## src/scorePkg.sv

```systemverilog
// scoring definitions: signed score type and the max helper used by the cells
package scorePkg;

    // signed two's complement score width
    localparam int SCORE_W = 10;

    typedef logic signed [SCORE_W-1:0] scoreT;

    // most negative score, starting point for the best-score search
    localparam scoreT SCORE_MIN = {1'b1, {(SCORE_W-1){1'b0}}};

    // signed two-input maximum
    // ties return a, so earlier terms win
    function automatic scoreT scoreMax(
        input scoreT a,
        input scoreT b
    );
        scoreT res;
        res = (b > a) ? b : a;
        return res;
    endfunction

endpackage

```

## src/seqPkg.sv

```systemverilog
// sequence definitions: base codes, query geometry and target index width
package seqPkg;

    // two-bit nucleotide code, shared by query and target
    typedef enum logic [1:0] {
        BASE_A = 2'd0,
        BASE_C = 2'd1,
        BASE_G = 2'd2,
        BASE_T = 2'd3
    } baseT;

    localparam int BASE_W        = 2;
    // one systolic cell per query base
    localparam int MAX_QUERY_LEN = 8;
    // packed query bus, base 0 in the low bits
    localparam int QUERY_W       = BASE_W * MAX_QUERY_LEN;
    // targets up to 255 bases
    localparam int T_POS_W       = 8;

endpackage
```

## src/systolicAligner.sv

```systemverilog
// linear systolic array top: global alignment score of a short query against a target stream
module systolicAligner import seqPkg::*, scorePkg::*; (
    input  logic                     clk,
    input  logic                     rst,
    // scoring, held stable for the whole run
    input  scoreT                    match,
    input  scoreT                    mismatch,
    input  scoreT                    gap,
    // query, zipper-loaded at each target start
    input  logic [QUERY_W-1:0]       query,
    input  logic [MAX_QUERY_LEN-1:0] queryEn,
    output logic [MAX_QUERY_LEN-1:0] queryReady,
    // target stream
    input  baseT                     targetBase,
    input  logic                     targetStart,
    input  logic                     targetLast,
    input  logic                     targetValid,
    input  scoreT                    targetScore,
    // result
    output scoreT                    score,
    output logic [T_POS_W-1:0]       scoreIndex,
    output logic                     scoreValid,
    input  logic                     scoreReady
);

    logic                     enable;
    logic [MAX_QUERY_LEN+1:0] startChain;
    logic [MAX_QUERY_LEN+1:0] lastChain;

    // cell c reads entry c and drives entry c+1
    baseT  baseChain [0:MAX_QUERY_LEN];
    scoreT hChain    [0:MAX_QUERY_LEN];

    targetFeed u_targetFeed (
        .clk        (clk),
        .rst        (rst),
        .targetBase (targetBase),
        .targetStart(targetStart),
        .targetLast (targetLast),
        .targetValid(targetValid),
        .enable     (enable),
        .baseOut    (baseChain[0]),
        .startChain (startChain),
        .lastChain  (lastChain),
        .queryReady (queryReady)
    );

    rowZero u_rowZero (
        .clk        (clk),
        .targetStart(targetStart),
        .targetScore(targetScore),
        .gap        (gap),
        .enable     (enable),
        .hRow0      (hChain[0])
    );

    ////////////////////////////////
    // cell chain
    ////////////////////////////////

    for (genvar c = 0; c < MAX_QUERY_LEN; c++) begin : genCell
        smWaCell u_smWaCell (
            .clk      (clk),
            .rst      (rst),
            .enable   (enable),
            .match    (match),
            .mismatch (mismatch),
            .gap      (gap),
            .queryBase(baseT'(query[c*BASE_W +: BASE_W])),
            .queryEnIn(queryEn[c]),
            .newTarget(startChain[c]),
            .baseIn   (baseChain[c]),
            .hIn      (hChain[c]),
            .baseOut  (baseChain[c+1]),
            .hOut     (hChain[c+1])
        );
    end

    // bottom H lines up with marker position MAX_QUERY_LEN
    scoreTracker u_scoreTracker (
        .clk        (clk),
        .rst        (rst),
        .enable     (enable),
        .hBottom    (hChain[MAX_QUERY_LEN]),
        .startBottom(startChain[MAX_QUERY_LEN]),
        .lastBottom (lastChain[MAX_QUERY_LEN+1]),
        .score      (score),
        .scoreIndex (scoreIndex),
        .scoreValid (scoreValid),
        .scoreReady (scoreReady)
    );

endmodule

```

## src/scoreTracker.sv

```systemverilog
// bottom-row best score search with a one-entry valid/ready result buffer
module scoreTracker import seqPkg::*, scorePkg::*; (
    input  logic               clk,
    input  logic               rst,
    input  logic               enable,
    input  scoreT              hBottom,
    input  logic               startBottom,
    input  logic               lastBottom,
    output scoreT              score,
    output logic [T_POS_W-1:0] scoreIndex,
    output logic               scoreValid,
    input  logic               scoreReady
);

    scoreT              best;
    logic [T_POS_W-1:0] bestIdx;
    // index of the target base whose column is at the bottom
    logic [T_POS_W-1:0] colCount;

    ////////////////////////////////
    // best score search
    ////////////////////////////////

    // start marker comes with column 0, which is skipped
    // column j then carries target index j-1
    always_ff @(posedge clk) begin
        if (rst) begin
            colCount <= '0;
        end else if (enable) begin
            if (startBottom) begin
                colCount <= '0;
            end else begin
                colCount <= colCount + 1'b1;
            end
        end
    end

    // strictly greater, so the first column reaching the best wins
    always_ff @(posedge clk) begin
        if (enable) begin
            if (startBottom) begin
                best    <= SCORE_MIN;
                bestIdx <= '0;
            end else if (hBottom > best) begin
                best    <= hBottom;
                bestIdx <= colCount;
            end
        end
    end

    ////////////////////////////////
    // result buffer
    ////////////////////////////////

    // last column was folded into best on the previous enabled edge
    always_ff @(posedge clk) begin
        if (enable && lastBottom) begin
            score      <= best;
            scoreIndex <= bestIdx;
        end
    end

    always_ff @(posedge clk) begin
        if (rst) begin
            scoreValid <= 1'b0;
        end else if (enable && lastBottom) begin
            scoreValid <= 1'b1;
        end else if (scoreReady) begin
            scoreValid <= 1'b0;
        end
    end

endmodule

```

## src/smWaCell.sv

```systemverilog
// systolic cell: one query base, computes one row of the global alignment matrix
module smWaCell import seqPkg::*, scorePkg::*; (
    input  logic  clk,
    input  logic  rst,
    input  logic  enable,
    input  scoreT match,
    input  scoreT mismatch,
    input  scoreT gap,
    input  baseT  queryBase,
    input  logic  queryEnIn,
    input  logic  newTarget,
    input  baseT  baseIn,
    input  scoreT hIn,
    output baseT  baseOut,
    output scoreT hOut
);

    // query base held for the whole target
    baseT  qBase;
    // cell takes part in scoring
    logic  qEn;
    // H(i-1, j-1), previous hIn
    scoreT hDiag;

    scoreT subScore;
    scoreT termDiag;
    scoreT termUp;
    scoreT termLeft;
    scoreT hNext;

    ////////////////////////////////
    // recurrence
    ////////////////////////////////

    assign subScore = (baseIn == qBase) ? match : mismatch;

    // diagonal step, substitution score
    assign termDiag = hDiag + subScore;
    // gap in the target, from the row above
    assign termUp   = hIn + gap;
    // gap in the query, from this row's previous column
    assign termLeft = hOut + gap;

    assign hNext = scoreMax(termDiag, scoreMax(termUp, termLeft));

    always_ff @(posedge clk) begin
        if (rst) begin
            qEn <= 1'b0;
        end else if (enable && newTarget) begin
            qEn <= queryEnIn;
        end
    end

    // everything holds while the array is stalled
    always_ff @(posedge clk) begin
        if (enable) begin
            baseOut <= baseIn;
            hDiag   <= hIn;
            if (newTarget) begin
                qBase <= queryBase;
                // column 0 of this row, H(i, 0) = H(i-1, 0) + gap
                hOut  <= queryEnIn ? termUp : hIn;
            end else if (qEn) begin
                hOut  <= hNext;
            end else begin
                // unused row, one-cycle pass through keeps the chain timing
                hOut  <= hIn;
            end
        end
    end

endmodule

```

## src/rowZero.sv

```systemverilog
// row-0 boundary generator feeding the first cell with seed plus j gaps
module rowZero import scorePkg::*; (
    input  logic  clk,
    input  logic  targetStart,
    input  scoreT targetScore,
    input  scoreT gap,
    input  logic  enable,
    output scoreT hRow0
);

    ////////////////////////////////
    // boundary H(0, j)
    ////////////////////////////////

    // seed is column 0, then one gap per column
    // cell 0 reads the seed on its start edge
    // and H(0, 1) on the first base edge
    always_ff @(posedge clk) begin
        if (targetStart) begin
            hRow0 <= targetScore;
        end else if (enable) begin
            hRow0 <= hRow0 + gap;
        end
    end

endmodule

```

## src/targetFeed.sv

```systemverilog
// target stream control: array enable, base register and start/last marker chains
module targetFeed import seqPkg::*; (
    input  logic                     clk,
    input  logic                     rst,
    input  baseT                     targetBase,
    input  logic                     targetStart,
    input  logic                     targetLast,
    input  logic                     targetValid,
    output logic                     enable,
    output baseT                     baseOut,
    output logic [MAX_QUERY_LEN+1:0] startChain,
    output logic [MAX_QUERY_LEN+1:0] lastChain,
    output logic [MAX_QUERY_LEN-1:0] queryReady
);

    // high between targetStart and the accepted last base
    logic midTarget;
    // high once no target is left in the array
    logic targetsDone;
    // last marker only counts with a valid base
    logic lastAccept;

    assign lastAccept = targetLast && targetValid;

    // base register, lines up with enable one cycle later
    always_ff @(posedge clk) begin
        baseOut <= targetBase;
    end

    always_ff @(posedge clk) begin
        if (rst) begin
            midTarget <= 1'b0;
        end else if (targetStart) begin
            midTarget <= 1'b1;
        end else if (lastAccept) begin
            midTarget <= 1'b0;
        end
    end

    // inside a target the array only steps on valid bases
    always_ff @(posedge clk) begin
        if (rst) begin
            enable <= 1'b1;
        end else if (midTarget) begin
            enable <= targetValid;
        end else begin
            enable <= 1'b1;
        end
    end

    ////////////////////////////////
    // marker chains
    ////////////////////////////////

    // markers shift one cell per enabled cycle
    // a marker arriving while stalled waits in bit 0
    always_ff @(posedge clk) begin
        if (rst) begin
            startChain <= '0;
            lastChain  <= '0;
        end else if (enable) begin
            startChain <= {startChain[MAX_QUERY_LEN:0], targetStart};
            lastChain  <= {lastChain[MAX_QUERY_LEN:0], lastAccept};
        end else begin
            if (targetStart) begin
                startChain[0] <= 1'b1;
            end
            if (lastAccept) begin
                lastChain[0] <= 1'b1;
            end
        end
    end

    // new start has priority over a finishing target
    always_ff @(posedge clk) begin
        if (rst) begin
            targetsDone <= 1'b1;
        end else if (targetStart || (startChain != '0)) begin
            targetsDone <= 1'b0;
        end else if (lastChain[MAX_QUERY_LEN-1]) begin
            targetsDone <= 1'b1;
        end
    end

    // cell c takes its query base on the enabled edge with its start bit set
    assign queryReady = (startChain[MAX_QUERY_LEN-1:0] & {MAX_QUERY_LEN{enable}})
                      | {MAX_QUERY_LEN{targetsDone}};

endmodule

```

## config.mk

```make
export PLATFORM = sky130hd
export DESIGN_NAME = systolicAligner
export DESIGN_NICKNAME = d
export VERILOG_FILES = /design/src/scorePkg.sv /design/src/seqPkg.sv /design/src/systolicAligner.sv /design/src/scoreTracker.sv /design/src/smWaCell.sv /design/src/rowZero.sv /design/src/targetFeed.sv
export SDC_FILE = /design/constraint.sdc
export NUM_CORES = 1
export LEC_CHECK = 0
export BUFFER_PORTS_ARGS = -buffer_cell sky130_fd_sc_hd__buf_2
export CAP_MARGIN = 20
export CORE_MARGIN = 3
export CORE_UTILIZATION = 50
export DETAILED_ROUTE_END_ITERATION = 7
export PLACE_DENSITY = 0.67
export SLEW_MARGIN = 5
export SYNTH_ARGS = -nofsm -noshare
export SYNTH_HDL_FRONTEND = slang
export SYNTH_SLANG_ARGS = --single-unit
export TNS_END_PERCENT = 5
```

## constraint.sdc

```tcl
create_clock -name clk -period 9 [get_ports clk]
set_input_delay 0.45 -clock clk [delete_from_list [all_inputs] [get_ports clk]]
set_output_delay 0.45 -clock clk [all_outputs]
set_load 0.02 [all_outputs]
```

# == Word level (Yosys, flattened, before mapping) ==
# Index checks and enable logic that the tools add are counted.
# op_classes
addsub,18
n_lt_le_gt_ge,17
n_eq_ne,8
muxes,63
n_bitwise,3
reduce_logical,28
# ops
operator,n
two-way mux 10 bit,51
adder 10 bit,17
> comparator 10 bit,17
AND reduction 2 bit,9
equality test 2 bit,8
two-way mux 8 bit,2
nonzero test 2 bit,6
logical AND 1 bit,10
two-way mux 1 bit,10
nonzero test 10 bit,1
adder 8 x 1 -> 8 bit (second input constant),1
bitwise AND 8 bit,1
OR 8 bit,1
OR reduction 2 bit,1
logical OR 1 bit,1
inverter 1 bit,1
# word_totals
ff_bits,278
inputBits,72
out_inout_bits,27
word_cells,191

# == Depth between registers and ports, before layout ==
# Gate-level depths: netlist of the first run.
# logic_depth
word_depth,7
ltp_mapped,29

# == Modules after synthesis ==
# A second synthesis of the first run with hierarchy kept.
# unflattened
cells_unflattened,3031
hier_area_um2,29037.8
# by_module_without_submodules
module,n_inst,cells_per_inst,area_each_um2,seq_area_each_um2
smWaCell at genCell[0].u_smWaCell ...,3,350,3215.6,740.7
smWaCell at genCell[5].u_smWaCell ...,2,324,3101.7,740.7
smWaCell at genCell[1].u_smWaCell,1,359,3254.4,740.7
smWaCell at genCell[7].u_smWaCell,1,345,3235.6,740.7
smWaCell at genCell[4].u_smWaCell,1,309,3004.1,740.7
scoreTracker,1,135,1838.0,1261.2
targetFeed,1,90,950.9,500.5
rowZero,1,95,904.6,300.3

# == Worst setup path before layout of the first run ==
# No wires, ideal clock.
# synth_timing
kind,reg-to-reg
from,register u_targetFeed.enable
to,"register u_scoreTracker.bestIdx[0], enable pin"
setup_ns,0.445
arrival_ns,6.643
required_time_ns,8.555
path_slack_ns,1.912
stages_incl_launch_ff,4
period_less_slack_ns,7.088
path_cell_list,dfxtp_1 -> clkbuf_1 -> inv_1 -> o41ai_1
# synth_via
elab_chain_len,1
# synth_rtl
item,line_no,source
start: declaration,targetFeed.sv:9,"output logic enable,"
start signal: assignment,targetFeed.sv:45,enable <= targetValid;
AND reduction 2 bit (no source line),--,
end signal: assignment,scoreTracker.sv:46,bestIdx <= colCount;
end: declaration,scoreTracker.sv:16,logic [T_POS_W-1:0] bestIdx;
# No other way between the ends.
# A chain may end at the register's enable or synchronous reset.

# == Final worst setup path of the first run ==
# layout_timing
from,register genCell[1].u_smWaCell.hOut[0]
to,"register genCell[2].u_smWaCell.hOut[2], data pin"
# layout_via
elab_chain_len,7
# layout_rtl
item,line_no,source
start: declaration,smWaCell.sv:15,output scoreT hOut
start signal: assignment,smWaCell.sv:62,hOut <= queryEnIn ? termUp : hIn;
start signal: assignment,smWaCell.sv:64,hOut <= hNext;
start signal: assignment,smWaCell.sv:67,hOut <= hIn;
adder 10 bit (*),smWaCell.sv:40,assign termUp = hIn + gap;
> comparator 10 bit,scorePkg.sv:19,res = (b > a) ? b : a;
two-way mux 10 bit,scorePkg.sv:19,
> comparator 10 bit,scorePkg.sv:19,
two-way mux 10 bit,scorePkg.sv:19,
two-way mux 10 bit,smWaCell.sv:63,end else if (qEn) begin
two-way mux 10 bit (*),smWaCell.sv:59,if (newTarget) begin
end signal: assignment,smWaCell.sv:62,
end signal: assignment,smWaCell.sv:64,
end signal: assignment,smWaCell.sv:67,
end: declaration,smWaCell.sv:15,
# Mark *: on every way between the ends. The rest lies on a longest branch, timed or not.

==> results of run 1 <==
critical path, stage by stage (launching register included):
cell      delay [ps]
edfxtp_1         510
ha_1             310
fa_1             440
xnor2_1          740
ha_1             390
o21a_1           110
o21a_1           160
o21a_1           170
o311ai_0         340
o211a_1          230
o21ai_0          110
a31oi_2          640
o21ai_0          220
ha_1             350
nor2b_1          150
o21a_1           130
o21a_1           110
o21bai_1          60
a21oi_1          120
o21ai_0           90
a21oi_1          670
nand3b_1         440
o221a_2          390
Yosys cell counts (all sizes together) (23+ instances only):
master / number
inv: 184
xnor2: 107
o21ai: 139
a21o: 83
a22oi: 32
nand2b: 36
mux2: 124
xor2: 61
nor2: 149
o21a: 64
ha: 294
nand2: 150
o221ai: 27
nand4: 23
clkbuf: 46
dfxtp: 42
nor2b: 53
edfxtp: 236
nand3: 27
nor3: 52
a211oi: 37
a21oi: 140
mux2i: 88
o211ai: 30
routing by layer:
layer  vias up  GRT usage [%]
met1      9801           39.5
met5         -              0
met3       209           4.67
li1       9537              -
met4         0           15.2
met2       864           47.6
registers in the layout, indices dropped and copies added (netlist names), 2 cells and up:
register and count:
u_scoreTracker.score 10, genCell.u_smWaCell.qEn 8, u_targetFeed.baseOut 2, u_rowZero.hRow0 10, u_scoreTracker.bestIdx 8, genCell.u_smWaCell.hOut 80, u_targetFeed.startChain 10, u_scoreTracker.scoreIndex 8
u_scoreTracker.best 10, genCell.u_smWaCell.hDiag 80, genCell.u_smWaCell.qBase 16, u_scoreTracker.colCount 8, genCell.u_smWaCell.baseOut 14, u_targetFeed.lastChain 10
worst min-delay path by stage:
| stage | slack (ps) | end | start |
|---|---|---|---|
| after floorplan | 360 | u_targetFeed.enable$_SDFF_PP1_ | u_targetFeed.midTarget$_SDFFE_PP0P_ |
| after global placement | 370 | u_targetFeed.enable$_SDFF_PP1_ | u_targetFeed.midTarget$_SDFFE_PP0P_ |
| after detailed placement | 370 | u_targetFeed.enable$_SDFF_PP1_ | u_targetFeed.midTarget$_SDFFE_PP0P_ |
| after CTS | 30 | genCell[1].u_smWaCell.qBase[1]$_DFFE_PP_ | query[3] |
| after global routing | 50 | genCell[1].u_smWaCell.qBase[0]$_DFFE_PP_ | query[2] |
| final | 50 | genCell[1].u_smWaCell.qBase[1]$_DFFE_PP_ | query[3] |
final cells by class:
cell class / count / area, sq um / area share, %
multi-input combinational: 1962 / 15500 / 58.0
sequential: 278 / 7930 / 29.7
clock buffer: 48 / 1030 / 3.84
tap: 615 / 769 / 2.88
inverter: 185 / 694 / 2.60
timing repair buffer: 118 / 643 / 2.41
clock inverter: 15 / 160 / 0.599
kinds of logic (layout without fill, tap and decap cells):
group,after synthesis,in the layout,synth area share (%)
AO/OA/AOI/OAI,688,688,19.7
AND/OR/NAND/NOR,578,578,11.8
XOR/XNOR,168,168,6.11
flip-flops,278,278,32.6
buffers and inverters,243,366,3.81
multiplexers,212,212,9.36
adder cells (fa/ha/maj),316,316,16.7
per-stage QoR:
step | cell area, sq um | hold WS (ps) | worst slack (ps) | utilization (%)
3_3_place_gp | 25500 | 366 | 1760 | 53.2
5_1_grt | 26700 | 48.0 | 1440 | 55.7
4_1_cts | 26700 | 26.9 | 1930 | 55.7
6_report | 26700 | 51.3 | 1880 | 55.7
2_1_floorplan | 24300 | 358 | 1910 | -
3_5_place_dp | 25500 | 370 | 1620 | 53.2
==> flow_summary.toml, run 1 <==
[placement]
numPortBuffers = 98
dp_hpwl_mm = 58.5
place_inst = 3155
place.gp.congestion = 0.947

[timing]
hold_viol = 0
finClkSkew_ps = 17.5
finalCritPeriodShare_pct = 79.1
finalSetupViolations = 0
fmax_ghz = 0.140
max_slew_margin_pct = 32.3
finalCriticalPeriod_ps = 7120
fin_setup_tns_ps = 0
slew_viol_final = 0
rsz0062_at_grt = "false"
worst_pin_slew_ps = 1010

[drt]
met1_length_mm = 32.6
drt_iter0_drc = 1961
route.met3.wl_mm = 6.03
highest_layer = "met4"
drt_pre_antenna_iters = 6
wl_per_cell_um = 24.2
wl_mm = 77.8
dr_wl_met2_mm = 34.8
viasPerCell = 6.34
vias = 20400
drc = 0
drtAntennaViolNets = 0

[die]
rows = 80
initial_core_util_pct = 50.8
num_io_pins = 99
die_y_um = 227
die_w_um = 227
dieArea_sq_mm = 0.0514
core_area_sq_mm = 0.0479

[synth]
syn_inst = 2483
ys_ff_latch = 278
netlist_area_sq_mm = 0.0243
synth_cell_types = 95
avgSynthCellArea_sq_um = 9.80
synth_area_leaders = "edfxtp_1 (29%), ha_1 (15%), mux2_2 (5.7%), xnor2_1 (3.8%), mux2i_1 (3.6%)"
async_flop_share_pct = 0
syn-num-nets = 2866
ys_seq_area_share_pct = 32.6
ys_warn_count = 0
synth_top_flop_cell = "edfxtp_1"
yosys.area.top_type = "edfxtp_1"
synth_edf_count = 236
synth_top_cell_area_share_pct = 29.1

[critical_path]
cp-start-kind = "flip-flop"
worstPathRequired_ps = 9320
crit_fanout = 16
reg2reg_to = "genCell[2].u_smWaCell.hOut[2]$_DFFE_PP_"
crit_start = "genCell[1].u_smWaCell.hOut[0]$_DFFE_PP_"
worstSetupPathType = "reg -> reg"
r2r_cells = 22
timing.critical_path.to = "genCell[2].u_smWaCell.hOut[2]$_DFFE_PP_"
reg2reg_slack_ps = 1880
arrival_ps = 7440
cp-end-kind = "flip-flop"
r2r_start = "genCell[1].u_smWaCell.hOut[0]$_DFFE_PP_"

[worst_hold_path]
min_path_type = "in -> reg"
worstHoldPathCells = 1

[clock_tree]
cts.sinks = 278
cts_resized = 0
cts_setup_buffers = 0
cts_tree = "yes"
max-clock-path-buffers = 3
cts_max_level = 2
cts_root_buffer = "clkbuf_16"
clock_latency_ps = 570
cts.clk_slew.worst_paths_ps = 60
numCtsBuffers = 35
hold_buffers = 2

[layout]
n_antenna_cell = 0
syn_to_final_growth_pct = 9.79
n_fill_cell = 4184
layout_commonest_cell = "ha_1"
fin_cells = 3221
final_cell_mix = "ha_1 (294), edfxtp_1 (236), inv_1 (184), nand2_1 (150), nor2_1 (149)"
nNetsFinal = 2963
drive_gt1_share_pct = 13.3

[global_routing]
first_global_vias = 19800
grt_pass1_wl_mm = 116
gr-total-overflow = 0
grt_antenna_before_repair = 1
grt_max_degree = 67
grt_use_total_pct = 29.9

[flow_run]
maxCapViolations = 0

[status]
status = "completed"
Power of run 1 is not shown: default switching activity piles up to over one toggle a cycle in this logic, so the estimate is an artifact.
==> inputs of run 2 (changes only) <==
--- a/config.mk
+++ b/config.mk
@@ -10,7 +10,7 @@
 export CORE_MARGIN = 3
 export CORE_UTILIZATION = 50
 export DETAILED_ROUTE_END_ITERATION = 7
-export PLACE_DENSITY = 0.67
+export PLACE_DENSITY = 0.69
 export SLEW_MARGIN = 5
 export SYNTH_ARGS = -nofsm -noshare
 export SYNTH_HDL_FRONTEND = slang
==> constraint.sdc (replaced) <==
create_clock -name clk -period 6.4 [get_ports clk]
set_input_delay 0.32 -clock clk [delete_from_list [all_inputs] [get_ports clk]]
set_output_delay 0.32 -clock clk [all_outputs]
set_load 0.02 [all_outputs]
==> flow_summary.toml, run 2 (synthesis results as in run 1) <==
[drt]
vias = 20800
drc = 1
drtAntennaViolNets = 0
wl_mm = 78.3
wl_per_cell_um = 23.7
drt_iter0_drc = 1791
viasPerCell = 6.29
drt_pre_antenna_iters = 8

[layout]
syn_to_final_growth_pct = 12.8
n_antenna_cell = 0
top_regs = "genCell.u_smWaCell.hDiag: 80 flops, genCell.u_smWaCell.hOut: 80 flops, genCell.u_smWaCell.qBase: 16 flops"
layout_commonest_cell = "ha_1"
drive_gt1_share_pct = 15.7
nNetsFinal = 3052
final_cell_mix = "ha_1 (294), edfxtp_1 (236), inv_1 (184), nand2_1 (150), nor2_1 (149)"

[placement]
place.gp.congestion = 0.981
numPortBuffers = 98
dp_hpwl_mm = 59.3

[clock_tree]
max-clock-path-buffers = 3
cts_max_level = 2
numCtsBuffers = 36
cts.clk_slew.worst_paths_ps = 70
cts.sinks = 278
clock_latency_ps = 560
cts_root_buffer = "clkbuf_16"
cts_tree = "yes"

[global_routing]
grt_max_degree = 70
first_global_vias = 19900
gr-total-overflow = 0
grt_antenna_before_repair = 0
grt_use_total_pct = 30.1
grt_pass1_wl_mm = 117

[die]
rows = 80
initial_core_util_pct = 50.8
num_io_pins = 99
core_area_sq_mm = 0.0479
die_y_um = 227
dieArea_sq_mm = 0.0514
die_w_um = 227

[critical_path]
cp-end-kind = "flip-flop"
r2r_cells = 24
cp_num_cells = 24
reg2reg_slack_ps = 260
worstPathRequired_ps = 6710
slowest_stage = "edfxtp_1"
crit_chain = "ha_1 > fa_1 > a211oi_1 > nor2_1 > a21oi_2 > inv_1 > ha_1 > o21a_1 > o311ai_0 > o211a_1 > o21ai_0 > a31oi_2 > o21ai_0 > ha_1 > nor2b_1 > o21a_1 > o21a_1 > o21bai_1 > a21oi_1 > o21ai_0 > a21oi_1 > buf_4 > nand3b_1 > o221a_2"
crit_fanout = 8
critical_path.max_stage_delay_ps = 490
cp_top_family = "compound AO/OA/AOI/OAI gates"
crit_buf_inv = 2
arrival_ps = 6450
r2r_start = "genCell[1].u_smWaCell.hOut[0]$_DFFE_PP_"
worstSetupPathType = "reg -> reg"
reg2reg_to = "genCell[2].u_smWaCell.hOut[2]$_DFFE_PP_"
cp-start-kind = "flip-flop"

[timing]
max_slew_margin_pct = 35.9
finClkSkew_ps = 31.2
fmax_ghz = 0.163
finalCritPeriodShare_pct = 95.9
slew_viol_final = 0
hold_viol = 0
worst_pin_slew_ps = 962
finalSetupViolations = 0
rsz0062_at_grt = "true"
hold_slack_ps = 59.8
finalCriticalPeriod_ps = 6140

[worst_hold_path]
worstHoldPathCells = 3
min_path_type = "in -> reg"
min_from = "targetLast"
hold_end = "u_targetFeed.lastChain[0]$_SDFFE_PP0P_"

[status]
violations = "design-rule violations"
status = "finished with violations"

[flow_run]
maxCapViolations = 0
## run 2: worst min-delay path: stages
cell     delay (ps)
buf_2           100
nand2_1          80
a21oi_1          60
## run 2: metrics by stage
step	util, %	setup WS, ps	instance area (sq um)	setup TNS [ps]	cells
detailed placement	54.2	41.7	26000	0	3218
floorplan	-	392	24300	0	2483
global route	57.2	-17.4	27400	-45.6	3310
finish	57.2	265	27400	0	3310
CTS	56.9	75.8	27300	0	3301
global placement	54.2	143	26000	0	3218
## run 2: worst max-delay path by stage
stage	endpoint	slack [ps]	start
finish	genCell[2].u_smWaCell.hOut[2]$_DFFE_PP_	260	genCell[1].u_smWaCell.hOut[0]$_DFFE_PP_
global placement	genCell[4].u_smWaCell.hOut[2]$_DFFE_PP_	140	gap[0]
CTS	genCell[3].u_smWaCell.hOut[9]$_DFFE_PP_	80	genCell[2].u_smWaCell.hOut[0]$_DFFE_PP_
detailed placement	genCell[6].u_smWaCell.hOut[7]$_DFFE_PP_	40	gap[0]
floorplan	genCell[3].u_smWaCell.hOut[9]$_DFFE_PP_	390	genCell[2].u_smWaCell.hOut[0]$_DFFE_PP_
global route	genCell[5].u_smWaCell.hOut[0]$_DFFE_PP_	-20	genCell[4].u_smWaCell.hOut[1]$_DFFE_PP_
## run 2: timing repair
item | 4_1_cts | 5_1_grt
hold endpoints to repair | 19 | 0
gates resized for setup | 0 | 20
endpoints found under the setup margin | 0 | 52
hold buffers | 19 | 0
buffers inserted | 0 | 9
## run 2: metal layers
| metal | track usage (%) | vias to the layer above | routed length, um |
|---|---|---|---|
| li1 | - | 9722 | - |
| met1 | 40.9 | 9924 | 33200 |
| met2 | 47.9 | 970 | 34900 |
| met3 | 4.58 | 209 | 6310 |
| met4 | 13.1 | 0 | 3910 |
| met5 | 0 | - | 0 |
## run 2: final cells by class
type	count	area [sq um]
fill	4152	20500
multi-input combinational	1962	15600
sequential	278	7930
clock buffer	46	970
tap	615	769
clock inverter	18	120
timing repair buffer	206	1360
inverter	185	694
Power of run 2 is left out for the same reason.
